## config.mk

```make
export PLATFORM = sky130hd
export DESIGN_NAME = fetch_stage
export DESIGN_NICKNAME = d
export VERILOG_FILES = /design/src/hdl/fetch_pkg.sv /design/src/hdl/fetch_stage.sv /design/src/hdl/branch_predictor.sv /design/src/hdl/fetch_queue.sv /design/src/hdl/icache.sv /design/src/hdl/pc_gen.sv
export SDC_FILE = /design/constraint.sdc
export NUM_CORES = 2
export LEC_CHECK = 0
export BUFFER_PORTS_ARGS = -buffer_cell sky130_fd_sc_hd__buf_2
export CORE_ASPECT_RATIO = 2
export CORE_UTILIZATION = 60
export DETAILED_ROUTE_END_ITERATION = 10
export HOLD_SLACK_MARGIN = 0.05
export PLACE_DENSITY = 0.79
export SYNTH_ARGS = -nofsm -noshare
export SYNTH_HDL_FRONTEND = slang
export SYNTH_SLANG_ARGS = --single-unit
```

## constraint.sdc

```tcl
create_clock -name clk_i -period 17.3 [get_ports clk_i]
set_clock_uncertainty 0.2 [all_clocks]
set_input_delay 1.73 -clock clk_i [delete_from_list [all_inputs] [get_ports clk_i]]
set_output_delay 1.73 -clock clk_i [all_outputs]
set_load 0.05 [all_outputs]
```

## src/hdl/fetch_pkg.sv

```systemverilog
package fetch_pkg;

    localparam int XLEN      = 32;
    localparam int LINE_BITS = 128;

    localparam logic [XLEN-1:0] NOP_INSTR  = 32'h0000_0013; // addi x0, x0, 0.
    localparam logic [6:0]      OPC_BRANCH = 7'b110_0011;

    typedef logic [LINE_BITS-1:0] line_t;

    // redirects from the later stages, highest priority first.
    typedef struct packed {
        logic            mispredict_valid;
        logic [XLEN-1:0] mispredict_target;
        logic            jal_valid;
        logic [XLEN-1:0] jal_target;
        logic            mret_valid;
        logic [XLEN-1:0] mret_target;
    } redirect_t;

    typedef struct packed {
        logic            valid;
        logic            taken;
        logic [XLEN-1:0] pc;
        logic [XLEN-1:0] target;
    } bp_update_t;

    typedef struct packed {
        logic [XLEN-1:0] pc;
        logic [XLEN-1:0] instr;
    } fq_entry_t;

    typedef struct packed {
        logic            valid;
        logic [XLEN-1:0] pc;
        logic [XLEN-1:0] instr;
        logic            predict_taken;
    } fetch_out_t;

endpackage
```

## src/hdl/fetch_stage.sv

```systemverilog
`timescale 1ns/1ps

module fetch_stage #(
    parameter int                         CACHE_LINES = 16,
    parameter int                         QUEUE_DEPTH = 4,
    parameter int                         BTB_ENTRIES = 8,
    parameter logic [fetch_pkg::XLEN-1:0] RESET_PC    = '0
) (
    input  logic                        clk_i,
    input  logic                        arst_n_i,
    input  logic                        stall_i,
    input  fetch_pkg::redirect_t        redirect_i,
    input  fetch_pkg::bp_update_t       bp_update_i,
    output fetch_pkg::fetch_out_t       fetch_o,
    output logic                        mem_req_o,
    output logic [fetch_pkg::XLEN-1:0]  mem_addr_o,
    input  logic                        mem_ready_i,
    input  logic                        mem_valid_i,
    input  fetch_pkg::line_t            mem_line_i
);

    import fetch_pkg::*;

    logic [XLEN-1:0] fetch_pc;
    logic            cache_hit;
    logic [XLEN-1:0] cache_instr;
    logic            redirect_any;
    logic            predict_take;
    logic            bp_taken;
    logic [XLEN-1:0] bp_target;
    logic            q_push;
    logic            q_pop;
    logic            q_flush;
    logic            q_empty;
    logic            q_full;
    fq_entry_t       q_head;
    fq_entry_t       q_push_entry;
    fetch_out_t      out_q;

    assign redirect_any = redirect_i.mispredict_valid | redirect_i.jal_valid
                        | redirect_i.mret_valid;

    assign q_pop        = !stall_i && !q_empty;
    assign predict_take = q_pop && bp_taken; // the taken branch leaves the queue now.
    assign q_flush      = redirect_any || predict_take;
    assign q_push       = cache_hit && !q_full && !q_flush;
    assign q_push_entry = '{pc: fetch_pc, instr: cache_instr};

    pc_gen #(
        .RESET_PC(RESET_PC)
    ) pc_gen_i (
        .clk_i            (clk_i),
        .arst_n_i         (arst_n_i),
        .hold_i           (!q_push),
        .redirect_i       (redirect_i),
        .predict_take_i   (predict_take),
        .predict_target_i (bp_target),
        .pc_o             (fetch_pc)
    );

    icache #(
        .CACHE_LINES(CACHE_LINES)
    ) icache_i (
        .clk_i       (clk_i),
        .arst_n_i    (arst_n_i),
        .pc_i        (fetch_pc),
        .hit_o       (cache_hit),
        .instr_o     (cache_instr),
        .mem_req_o   (mem_req_o),
        .mem_addr_o  (mem_addr_o),
        .mem_ready_i (mem_ready_i),
        .mem_valid_i (mem_valid_i),
        .mem_line_i  (mem_line_i)
    );

    fetch_queue #(
        .QUEUE_DEPTH(QUEUE_DEPTH)
    ) fetch_queue_i (
        .clk_i        (clk_i),
        .arst_n_i     (arst_n_i),
        .push_i       (q_push),
        .push_entry_i (q_push_entry),
        .pop_i        (q_pop),
        .flush_i      (q_flush),
        .head_o       (q_head),
        .empty_o      (q_empty),
        .full_o       (q_full)
    );

    branch_predictor #(
        .BTB_ENTRIES(BTB_ENTRIES)
    ) branch_predictor_i (
        .clk_i            (clk_i),
        .arst_n_i         (arst_n_i),
        .head_i           (q_head),
        .update_i         (bp_update_i),
        .predict_taken_o  (bp_taken),
        .predict_target_o (bp_target)
    );

    always_ff @(posedge clk_i or negedge arst_n_i) begin
        if (!arst_n_i) begin
            out_q <= '{valid: 1'b0, pc: RESET_PC, instr: NOP_INSTR, predict_taken: 1'b0};
        end else if (redirect_any) begin
            out_q.valid <= 1'b0; // wrong path, drop it even when stalled.
        end else if (!stall_i) begin
            if (!q_empty) begin
                out_q <= '{valid: 1'b1, pc: q_head.pc, instr: q_head.instr,
                           predict_taken: bp_taken};
            end else begin
                out_q.valid <= 1'b0;
                out_q.instr <= NOP_INSTR;
            end
        end
    end

    assign fetch_o = out_q;

endmodule

```

## src/hdl/branch_predictor.sv

```systemverilog
`timescale 1ns/1ps

module branch_predictor #(
    parameter int BTB_ENTRIES = 8
) (
    input  logic                        clk_i,
    input  logic                        arst_n_i,
    input  fetch_pkg::fq_entry_t        head_i,
    input  fetch_pkg::bp_update_t       update_i,
    output logic                        predict_taken_o,
    output logic [fetch_pkg::XLEN-1:0]  predict_target_o
);

    import fetch_pkg::*;

    localparam int IDX_BITS = $clog2(BTB_ENTRIES);

    logic [BTB_ENTRIES-1:0] valid_q;
    logic [XLEN-1:0]        tag_q    [BTB_ENTRIES];
    logic [XLEN-1:0]        target_q [BTB_ENTRIES];

    logic [IDX_BITS-1:0] rd_idx;
    logic [IDX_BITS-1:0] up_idx;
    logic                is_branch;
    logic                up_tag_match;

    assign rd_idx = head_i.pc[2 +: IDX_BITS];
    assign up_idx = update_i.pc[2 +: IDX_BITS];

    // only conditional branches are predicted, jumps resolve later.
    assign is_branch = (head_i.instr[6:0] == OPC_BRANCH);

    assign predict_taken_o  = is_branch && valid_q[rd_idx] && (tag_q[rd_idx] == head_i.pc);
    assign predict_target_o = target_q[rd_idx];

    assign up_tag_match = valid_q[up_idx] && (tag_q[up_idx] == update_i.pc);

    always_ff @(posedge clk_i or negedge arst_n_i) begin
        if (!arst_n_i) begin
            valid_q <= '0;
        end else if (update_i.valid) begin
            if (update_i.taken) begin
                valid_q[up_idx] <= 1'b1;
            end else if (up_tag_match) begin
                valid_q[up_idx] <= 1'b0; // not taken, forget this branch.
            end
        end
    end

    always_ff @(posedge clk_i) begin
        if (update_i.valid && update_i.taken) begin
            tag_q[up_idx]    <= update_i.pc;
            target_q[up_idx] <= update_i.target;
        end
    end

endmodule

```

## src/hdl/fetch_queue.sv

```systemverilog
`timescale 1ns/1ps

module fetch_queue #(
    parameter int QUEUE_DEPTH = 4
) (
    input  logic                  clk_i,
    input  logic                  arst_n_i,
    input  logic                  push_i,
    input  fetch_pkg::fq_entry_t  push_entry_i,
    input  logic                  pop_i,
    input  logic                  flush_i,
    output fetch_pkg::fq_entry_t  head_o,
    output logic                  empty_o,
    output logic                  full_o
);

    import fetch_pkg::*;

    localparam int PTR_BITS = $clog2(QUEUE_DEPTH);

    fq_entry_t           mem_q [QUEUE_DEPTH];
    logic [PTR_BITS-1:0] rd_ptr_q;
    logic [PTR_BITS-1:0] wr_ptr_q;
    logic [PTR_BITS:0]   count_q;

    always_ff @(posedge clk_i or negedge arst_n_i) begin
        if (!arst_n_i) begin
            rd_ptr_q <= '0;
            wr_ptr_q <= '0;
            count_q  <= '0;
        end else if (flush_i) begin
            rd_ptr_q <= '0; // change of flow drops every entry.
            wr_ptr_q <= '0;
            count_q  <= '0;
        end else begin
            if (push_i) begin
                wr_ptr_q <= wr_ptr_q + 1'b1;
            end
            if (pop_i) begin
                rd_ptr_q <= rd_ptr_q + 1'b1;
            end
            if (push_i && !pop_i) begin
                count_q <= count_q + 1'b1;
            end else if (pop_i && !push_i) begin
                count_q <= count_q - 1'b1;
            end
        end
    end

    always_ff @(posedge clk_i) begin
        if (push_i && !flush_i) begin
            mem_q[wr_ptr_q] <= push_entry_i;
        end
    end

    assign head_o  = mem_q[rd_ptr_q];
    assign empty_o = (count_q == '0);
    assign full_o  = (count_q == (PTR_BITS + 1)'(QUEUE_DEPTH));

    a_no_push_full: assert property (@(posedge clk_i) disable iff (!arst_n_i)
        push_i |-> !full_o)
        else $error("push into a full fetch queue");

    a_no_pop_empty: assert property (@(posedge clk_i) disable iff (!arst_n_i)
        pop_i |-> !empty_o)
        else $error("pop from an empty fetch queue");

endmodule

```

## src/hdl/icache.sv

```systemverilog
`timescale 1ns/1ps

module icache #(
    parameter int CACHE_LINES = 16
) (
    input  logic                        clk_i,
    input  logic                        arst_n_i,
    input  logic [fetch_pkg::XLEN-1:0]  pc_i,
    output logic                        hit_o,
    output logic [fetch_pkg::XLEN-1:0]  instr_o,
    output logic                        mem_req_o,
    output logic [fetch_pkg::XLEN-1:0]  mem_addr_o,
    input  logic                        mem_ready_i,
    input  logic                        mem_valid_i,
    input  fetch_pkg::line_t            mem_line_i
);

    import fetch_pkg::*;

    localparam int OFFS_BITS = $clog2(LINE_BITS / 8);
    localparam int IDX_BITS  = $clog2(CACHE_LINES);
    localparam int TAG_BITS  = XLEN - OFFS_BITS - IDX_BITS;
    localparam int WORD_BITS = $clog2(LINE_BITS / XLEN);

    typedef enum logic {
        S_IDLE,
        S_WAIT
    } refill_state_t;

    refill_state_t state_q;

    logic [CACHE_LINES-1:0] valid_q;
    logic [TAG_BITS-1:0]    tag_q  [CACHE_LINES];
    line_t                  line_q [CACHE_LINES];

    logic [XLEN-1:0]      addr_q;
    logic [IDX_BITS-1:0]  rd_idx;
    logic [TAG_BITS-1:0]  rd_tag;
    logic [IDX_BITS-1:0]  wr_idx;
    logic [WORD_BITS-1:0] word_sel;
    line_t                rd_line;

    assign rd_idx   = pc_i[OFFS_BITS +: IDX_BITS];
    assign rd_tag   = pc_i[XLEN-1 -: TAG_BITS];
    assign wr_idx   = addr_q[OFFS_BITS +: IDX_BITS];
    assign word_sel = pc_i[2 +: WORD_BITS];

    // combinational read, the word is ready in the cycle the pc is shown.
    assign rd_line = line_q[rd_idx];
    assign hit_o   = valid_q[rd_idx] && (tag_q[rd_idx] == rd_tag);
    assign instr_o = rd_line[word_sel * XLEN +: XLEN];

    always_ff @(posedge clk_i or negedge arst_n_i) begin
        if (!arst_n_i) begin
            state_q <= S_IDLE;
            valid_q <= '0;
        end else begin
            case (state_q)
                S_IDLE: begin
                    if (!hit_o && mem_ready_i) begin
                        state_q <= S_WAIT;
                    end
                end
                S_WAIT: begin
                    if (mem_valid_i) begin
                        state_q         <= S_IDLE;
                        valid_q[wr_idx] <= 1'b1;
                    end
                end
                default: state_q <= S_IDLE;
            endcase
        end
    end

    always_ff @(posedge clk_i) begin
        if (state_q == S_IDLE && !hit_o && mem_ready_i) begin
            addr_q <= {pc_i[XLEN-1:OFFS_BITS], {OFFS_BITS{1'b0}}}; // line aligned.
        end
        if (state_q == S_WAIT && mem_valid_i) begin
            tag_q[wr_idx]  <= addr_q[XLEN-1 -: TAG_BITS];
            line_q[wr_idx] <= mem_line_i;
        end
    end

    assign mem_req_o  = (state_q == S_WAIT);
    assign mem_addr_o = addr_q;

    // the memory side relies on the address holding while it works on the line.
    a_addr_stable: assert property (@(posedge clk_i) disable iff (!arst_n_i)
        mem_req_o && !mem_valid_i |=> mem_req_o && $stable(mem_addr_o))
        else $error("memory request dropped or address moved before the line returned");

endmodule

```

## src/hdl/pc_gen.sv

```systemverilog
`timescale 1ns/1ps

module pc_gen #(
    parameter logic [fetch_pkg::XLEN-1:0] RESET_PC = '0
) (
    input  logic                        clk_i,
    input  logic                        arst_n_i,
    input  logic                        hold_i,
    input  fetch_pkg::redirect_t        redirect_i,
    input  logic                        predict_take_i,
    input  logic [fetch_pkg::XLEN-1:0]  predict_target_i,
    output logic [fetch_pkg::XLEN-1:0]  pc_o
);

    import fetch_pkg::*;

    logic [XLEN-1:0] pc_q;
    logic [XLEN-1:0] pc_next;

    always_comb begin
        if (redirect_i.mispredict_valid) begin
            pc_next = redirect_i.mispredict_target;
        end else if (redirect_i.jal_valid) begin
            pc_next = redirect_i.jal_target;
        end else if (redirect_i.mret_valid) begin
            pc_next = redirect_i.mret_target;
        end else if (predict_take_i) begin
            pc_next = predict_target_i; // taken branch left the queue head.
        end else if (hold_i) begin
            pc_next = pc_q;
        end else begin
            pc_next = pc_q + XLEN'(4);
        end
    end

    always_ff @(posedge clk_i or negedge arst_n_i) begin
        if (!arst_n_i) begin
            pc_q <= RESET_PC;
        end else begin
            pc_q <= pc_next;
        end
    end

    assign pc_o = pc_q;

    // targets come from decode and the predictor, so misalignment would enter from outside.
    a_pc_aligned: assert property (@(posedge clk_i) disable iff (!arst_n_i)
        pc_o[1:0] == 2'b00)
        else $error("fetch pc is not word aligned");

endmodule

```

# After elaboration in Yosys (flattened, before gate mapping)
# Memories as Yosys holds them, arrays and structs flattened.
# Index checks and enable logic that the tools add are counted.
# Widths: inputs -> output; s select.
# totals
ff_bits,158
mem_bits_rw,3200
inputBits,298
output_inout_bits,99
wordCells,120
mem_count,5
# memory_table
memory,words,word_bits,read_ports,rd_ports_with_merged_regs,write_ports,line_no,rtl
icache_i.line_q,16,128,1,0,1,icache.sv:34,line_t line_q [CACHE_LINES];
icache_i.tag_q,16,24,1,0,1,icache.sv:33,logic [TAG_BITS-1:0] tag_q [CACHE_LINES];
branch_predictor_i.tag_q,8,32,2,0,1,branch_predictor.sv:19,logic [XLEN-1:0] tag_q [BTB_ENTRIES];
branch_predictor_i.target_q,8,32,1,0,1,branch_predictor.sv:20,logic [XLEN-1:0] target_q [BTB_ENTRIES];
fetch_queue_i.mem_q,4,64,1,0,1,fetch_queue.sv:21,fq_entry_t mem_q [QUEUE_DEPTH];
# classes
addsub,5
magnitude_cmp,6
n_eq_ne,6
shift,1
mux,39
bitwise,10
n_reduce_logical,36
# ops
cell,count
$mux 32,7
$shiftx 128x8->32,1
$mux 66,1
$eq 32x32->1,2
$add 32x3->32 const B,1
$eq 24x24->1,1
$logic_and 1x1->1,18
$mux 1,16
$mux 8,2
$or 16x16->16,1
$lt 4x5->1 const B,2
$mux 3,3
$and 8x8->8,1
$lt 3x4->1 const B,2
$mux 2,4
$not 8->8,1
$or 8x8->8,1
$eq 7x7->1 const B,1
$logic_not 1->1,7
$bmux 1 s3,2
$reduce_and 2->1,3
$reduce_bool 2->1,3
$reduce_bool 5->1,1
$add 2x1->2 const B,2
other kinds (16),20

# Logic depth before layout (Yosys ltp)
# An unclocked memory read counts as a cell.
# depth
depth_word,14
depth_mapped,18
ltp_nobuf,14

# By module
# A second synthesis with hierarchy kept.
# unflattened
cells_unflattened,5659
area_unflattened_um2,131366.0
# modules_own_cells
mod,instances,cells_per_inst,area_each_um2,seq_area_each_um2
icache,1,3666,94069.0,74296.3
branch_predictor,1,1062,22211.3,15574.9
fetch_queue,1,378,9661.8,7862.5
pc_gen,1,400,2965.3,800.8
fetch_stage,1,153,2458.6,1655.3

# Worst setup path after synthesis
# Ideal clock, no wire load.
# synth_path
path_type,input-to-reg
from,input mem_valid_i
to,register icache_i.valid_q[0]
setup_time_ps,131
t_arrival_ps,13399
required_ps,16969
setup_slack_ps,3570
path_stages,4
path_buffers,0
path_cell_list,nand2_1 > or3_1 > nor3_1 > or2_2
# synth_between
elab_chain_cells,1
# synth_rtl
item,line_no,rtl
from (decl),fetch_stage.sv:18,"input logic mem_valid_i,"
$reduce_and 2->1 (no source line),-,
to (signal assigned),icache.sv:56,valid_q <= '0;
"to (signal, indexed assignment)",icache.sv:67,valid_q[wr_idx] <= 1'b1;
to (decl),icache.sv:32,logic [CACHE_LINES-1:0] valid_q;
# No other way between the ends.
# A chain may end at the register's enable or synchronous reset.

# Final worst setup path
# layout_path
from,register pc_gen_i.pc_q[5] (netlist: pc_gen_i.pc_o[5])
to,"memory fetch_queue_i.mem_q[0][41] (netlist bit), enable pin"
# layout_between
elab_chain_cells,8
word_cells_on_any_way,10
cone_classes,1 x eq/ne; 4 x mux; 4 x reduce/logical; 1 x memory
# layout_rtl
item,line_no,rtl
from (decl),pc_gen.sv:17,logic [XLEN-1:0] pc_q;
from (signal assigned),pc_gen.sv:40,pc_q <= pc_next;
$mem_v2 16x24 / $bmux 1 s4 (equally long branches),-,
$eq 24x24->1 / $mux 1 (equally long branches),icache.sv:50,assign hit_o = valid_q[rd_idx] && (tag_q[rd_idx] == rd_tag);
$logic_and 1x1->1 *,icache.sv:50,
$logic_and 1x1->1 * (2 in a row),fetch_stage.sv:46,assign q_push = cache_hit && !q_full && !q_flush;
$logic_and 1x1->1 *,fetch_queue.sv:51,if (push_i && !flush_i) begin
$mux 1 *,fetch_queue.sv:51,
$mux 1 (implied by the code) *,fetch_queue.sv:52,mem_q[wr_ptr_q] <= push_entry_i;
to (decl),fetch_queue.sv:21,
# Mark *: on every way between the ends. The rest lies on a longest branch, timed or not. The select of a mux whose other input is x is not followed.

==> results.toml <==
[run_status]
status = "finished, final reports clean"

[clocking]
postCtsHoldBufs = 0
clkTransAtPathRegs_ns = 0.08
postCtsResizedCells = 0
clk_buf_depth = 4
clk_root_buffer_cell = "clkbuf_16"
cts_tree = "built"
clock_latency_on_the_worst_skew_pair_ns = 0.86
cts.htree.levels = 5
cts_buffers = 281
clk_sinks = 3358
post_cts_buffers = 0

[timing]
slew_viol_final = 0
relSlewSlack_pct = 16.6
timing.fmax_mhz = 137
tightest_slew_ns = 1.25
finalWorstSetupSlack_ns = 10.02
post_layout_min_period_ns = 7.28
final.setup.tns_ns = 0
grt_setup_unrepaired = "false"
report.final.hold_viol_count = 0
fin_worst_hold_slack_ns = 0.267
timing.final.setup_violations = 0
fin_crit_sh_pct = 42.1

[grt]
grt_pass1_vias = 68573
global_route_wire_length_before_repair_mm = 497
global_route_usage_over_all_layers_pct = 31.9
grt_antenna_before_repair = 69
globalRouteOverflowTotal = 0
grt_start_max_net_pins = 163

[setup_path]
setup.reg_to_reg.worst_slack_ns = 10.02
timing.critical_path.required_ns = 17.57
worst_path_largest_cell_delay_ns = 0.93
crit_fanout = 162
origin_of_the_worst_setup_path = "pc_gen_i.pc_o[5]"
critical_path_arrival_ns = 7.55
timing.rr.start = "pc_gen_i.pc_o[5]"
critical_path.cell_chain = "buf_12 -> buf_4 -> mux4_2 -> mux2i_1 -> mux2i_1 -> xnor2_1 -> nand4_1 -> nor4b_1 -> and4_1 -> and4_1 -> and2_4 -> buf_4"
crit_slowest_cell = "buf_4"
cp-start-kind = "flip-flop"
critPathCaptureType = "flip-flop"
number_of_cells_on_the_worst_reg_to_reg_path = 12
critPathKind = "flip-flop to flip-flop"

[synth]
synthXorXnorAreaFrac_pct = 0.548
yosysSeqAreaShare_pct = 76.4
ys_seq_elements = 3358
synth_warnings = 0
portion_of_netlist_area_occupied_by_mux_cells_pct = 17.6
synth_cells = 5871
synth_largest_type_area_fraction_pct = 73.9
synth-main-ff-cell = "edfxtp_1"
synth-compound-area-share_pct = 2.23
synth_top_area_cell = "edfxtp_1"
synth_edf_count = 3228
synthSimpleGateAreaFrac_pct = 1.90
synth_cell_types = 83
synth_top_family_by_area = "multiplexers"
synthArstFlopShare_pct = 3.87
yosys-top-cells-area = "edfxtp_1 74%, mux4_2 16%, dfrtp_1 2.4%"
synth.cell_area_sq_um = 131000
yosys.area_share.adder_pct = 0.0725
postSynthAreaPerCell_sq_um = 22.3

[finish]
flow.area_growth_from_synthesis_pct = 10.9
final_common_cell = "edfxtp_1"
drive_gt1_share_pct = 29.2
finalNetCount = 6643
final_design_area_no_fill_sq_um = 145000
layout.cells.most_common_list = "3228 x edfxtp_1, 904 x mux4_2, 391 x buf_2, 290 x clkbuf_16, 243 x mux2i_1"

[job]
timing.max_cap.violations = 0

[detailed_routing]
routed_wire_length_per_instance_um = 37.2
route.vias.total = 65922
detail_route.vias_per_cell = 7.02
drt_first_iter_violations = 8859
detail-route-antenna-nets = 0
drt_drc_violations_left = 0
wl_mm = 349
drt_pre_antenna_iters = 5

[power_and_ir_drop]
total_power_uw = 16900
netSwitchingPower_uw = 3810
ir_worst_vdd_mv = 0.0889
cellPowerDensity_nw_per_um2 = 116
cell_internal_pwr_uw = 13100
p_seq_share_pct = 54.3
leak_uw = 0.0467
relative_contribution_of_the_clock_network_to_total_power_pct = 37.3
power.share.switching_pct = 22.5
comb_power_share_pct = 8.4

[die]
row_count = 242
total_die_area_sq_um = 220000
core_sq_um = 217000
dieHeight_um = 663
num_io_pins = 397
die_x_um = 333
initial_utilization_pct = 60.4

[place]
postPlaceCellArea_sq_um = 136000
pre_cts_slack_ns = 10.25
portBuffers = 392
place.gp.congestion = 0.979
detailed_place_hpwl_mm = 186

[worst_hold_path]
min_delay_path_depth = 2
hp-start = "fetch_o[44]"
worst_hold_path_type = "flip-flop to flip-flop"
-- per-stage QoR --
stage	std cells	util (%)
after floorplan	5874	-
after global placement	8861	62.9
after detailed placement	8861	62.9
after CTS	9354	66.9
after global routing	9368	67.0
final	9397	67.0
-- cells by family (layout without fill, tap and decap cells) --
logic type	count (synthesis)	count (layout)
compound gates	411	411
mux	1171	1171
buf+inv	349	1023
xor+xnor	82	82
other cells	1	47
flops	3358	3358
simple gates	492	492
fa+ha+maj	7	7
-- state kept, by name, indices dropped and copies added, names as in the netlist, 3 cells and up, named ones only --
name and cells:
fetch_o 66, branch_predictor_i.tag_q 256, icache_i.line_q 2048, icache_i.tag_q 384, pc_gen_i.pc_o 32, icache_i.mem_addr_o 28, fetch_queue_i.mem_q 256, branch_predictor_i.target_q 256
fetch_queue_i.count_q 3, icache_i.valid_q 16
-- final cells by class --
cell class | instances | area, sq um
clock inverter | 127 | 1260
antenna | 43 | 108
fill | 12819 | 71700
inverter | 11 | 41.3
multi-input combinational | 2167 | 29600
tap | 2806 | 3510
sequential | 3358 | 100000
timing repair buffer | 519 | 3120
clock buffer | 366 | 7600
-- worst max-delay path, delay by kind of cell, from the launching register on --
family	cells	cell delay [ns]
flip-flops	1	0.80
buffers and inverters	3	2.25
XOR/XNOR	1	0.63
AND/OR/NAND/NOR	5	1.86
multiplexers	3	0.76
-- synthesized netlist by cell type (18+ instances only) --
| master | instances |
|---|---|
| mux2_2 | 18 |
| o22ai_1 | 59 |
| xnor2_1 | 51 |
| mux2i_1 | 243 |
| a22oi_1 | 92 |
| buf_2 | 54 |
| dfrtp_1 | 127 |
| a21oi_1 | 20 |
| a22o_1 | 34 |
| clkbuf_1 | 173 |
| o21ai_0 | 59 |
| a31oi_1 | 27 |
| xor2_1 | 31 |
| nor2_1 | 124 |
| nand2_1 | 149 |
| nand3_1 | 23 |
| mux4_2 | 906 |
| buf_1 | 78 |
| or2_2 | 22 |
| nor3_1 | 28 |
| nand4_1 | 35 |
| edfxtp_1 | 3228 |
| a221oi_1 | 31 |
-- metal layers --
metal / GRT usage [%] / share of wire, %
met1: 38.7 / 33
met5: 0 / 0.073
met2: 53.5 / 51
met4: 17.0 / 5.8
met3: 6.98 / 10
-- power by group through the flow --
stage | registers (uW) | logic, uW | clock network, uW
2_1_floorplan | 9350 | 858 | 0
3_3_place_gp | 9340 | 1360 | 0
3_5_place_dp | 9360 | 1390 | 0
4_1_cts | 9180 | 1420 | 6340
5_1_grt | 9190 | 1480 | 6620
6_report | 9190 | 1420 | 6300
-- final timing paths --
check,endpoint
min reg2reg,fetch_o[44]
max reg2reg,fetch_queue_i.mem_q[0][41]
min,fetch_o[44]
max in group asynchronous,fetch_queue_i.rd_ptr_q[0]
min in group asynchronous,pc_gen_i.pc_o[23]
max,fetch_queue_i.mem_q[0][41]
(Power assumes the default switching activity.)
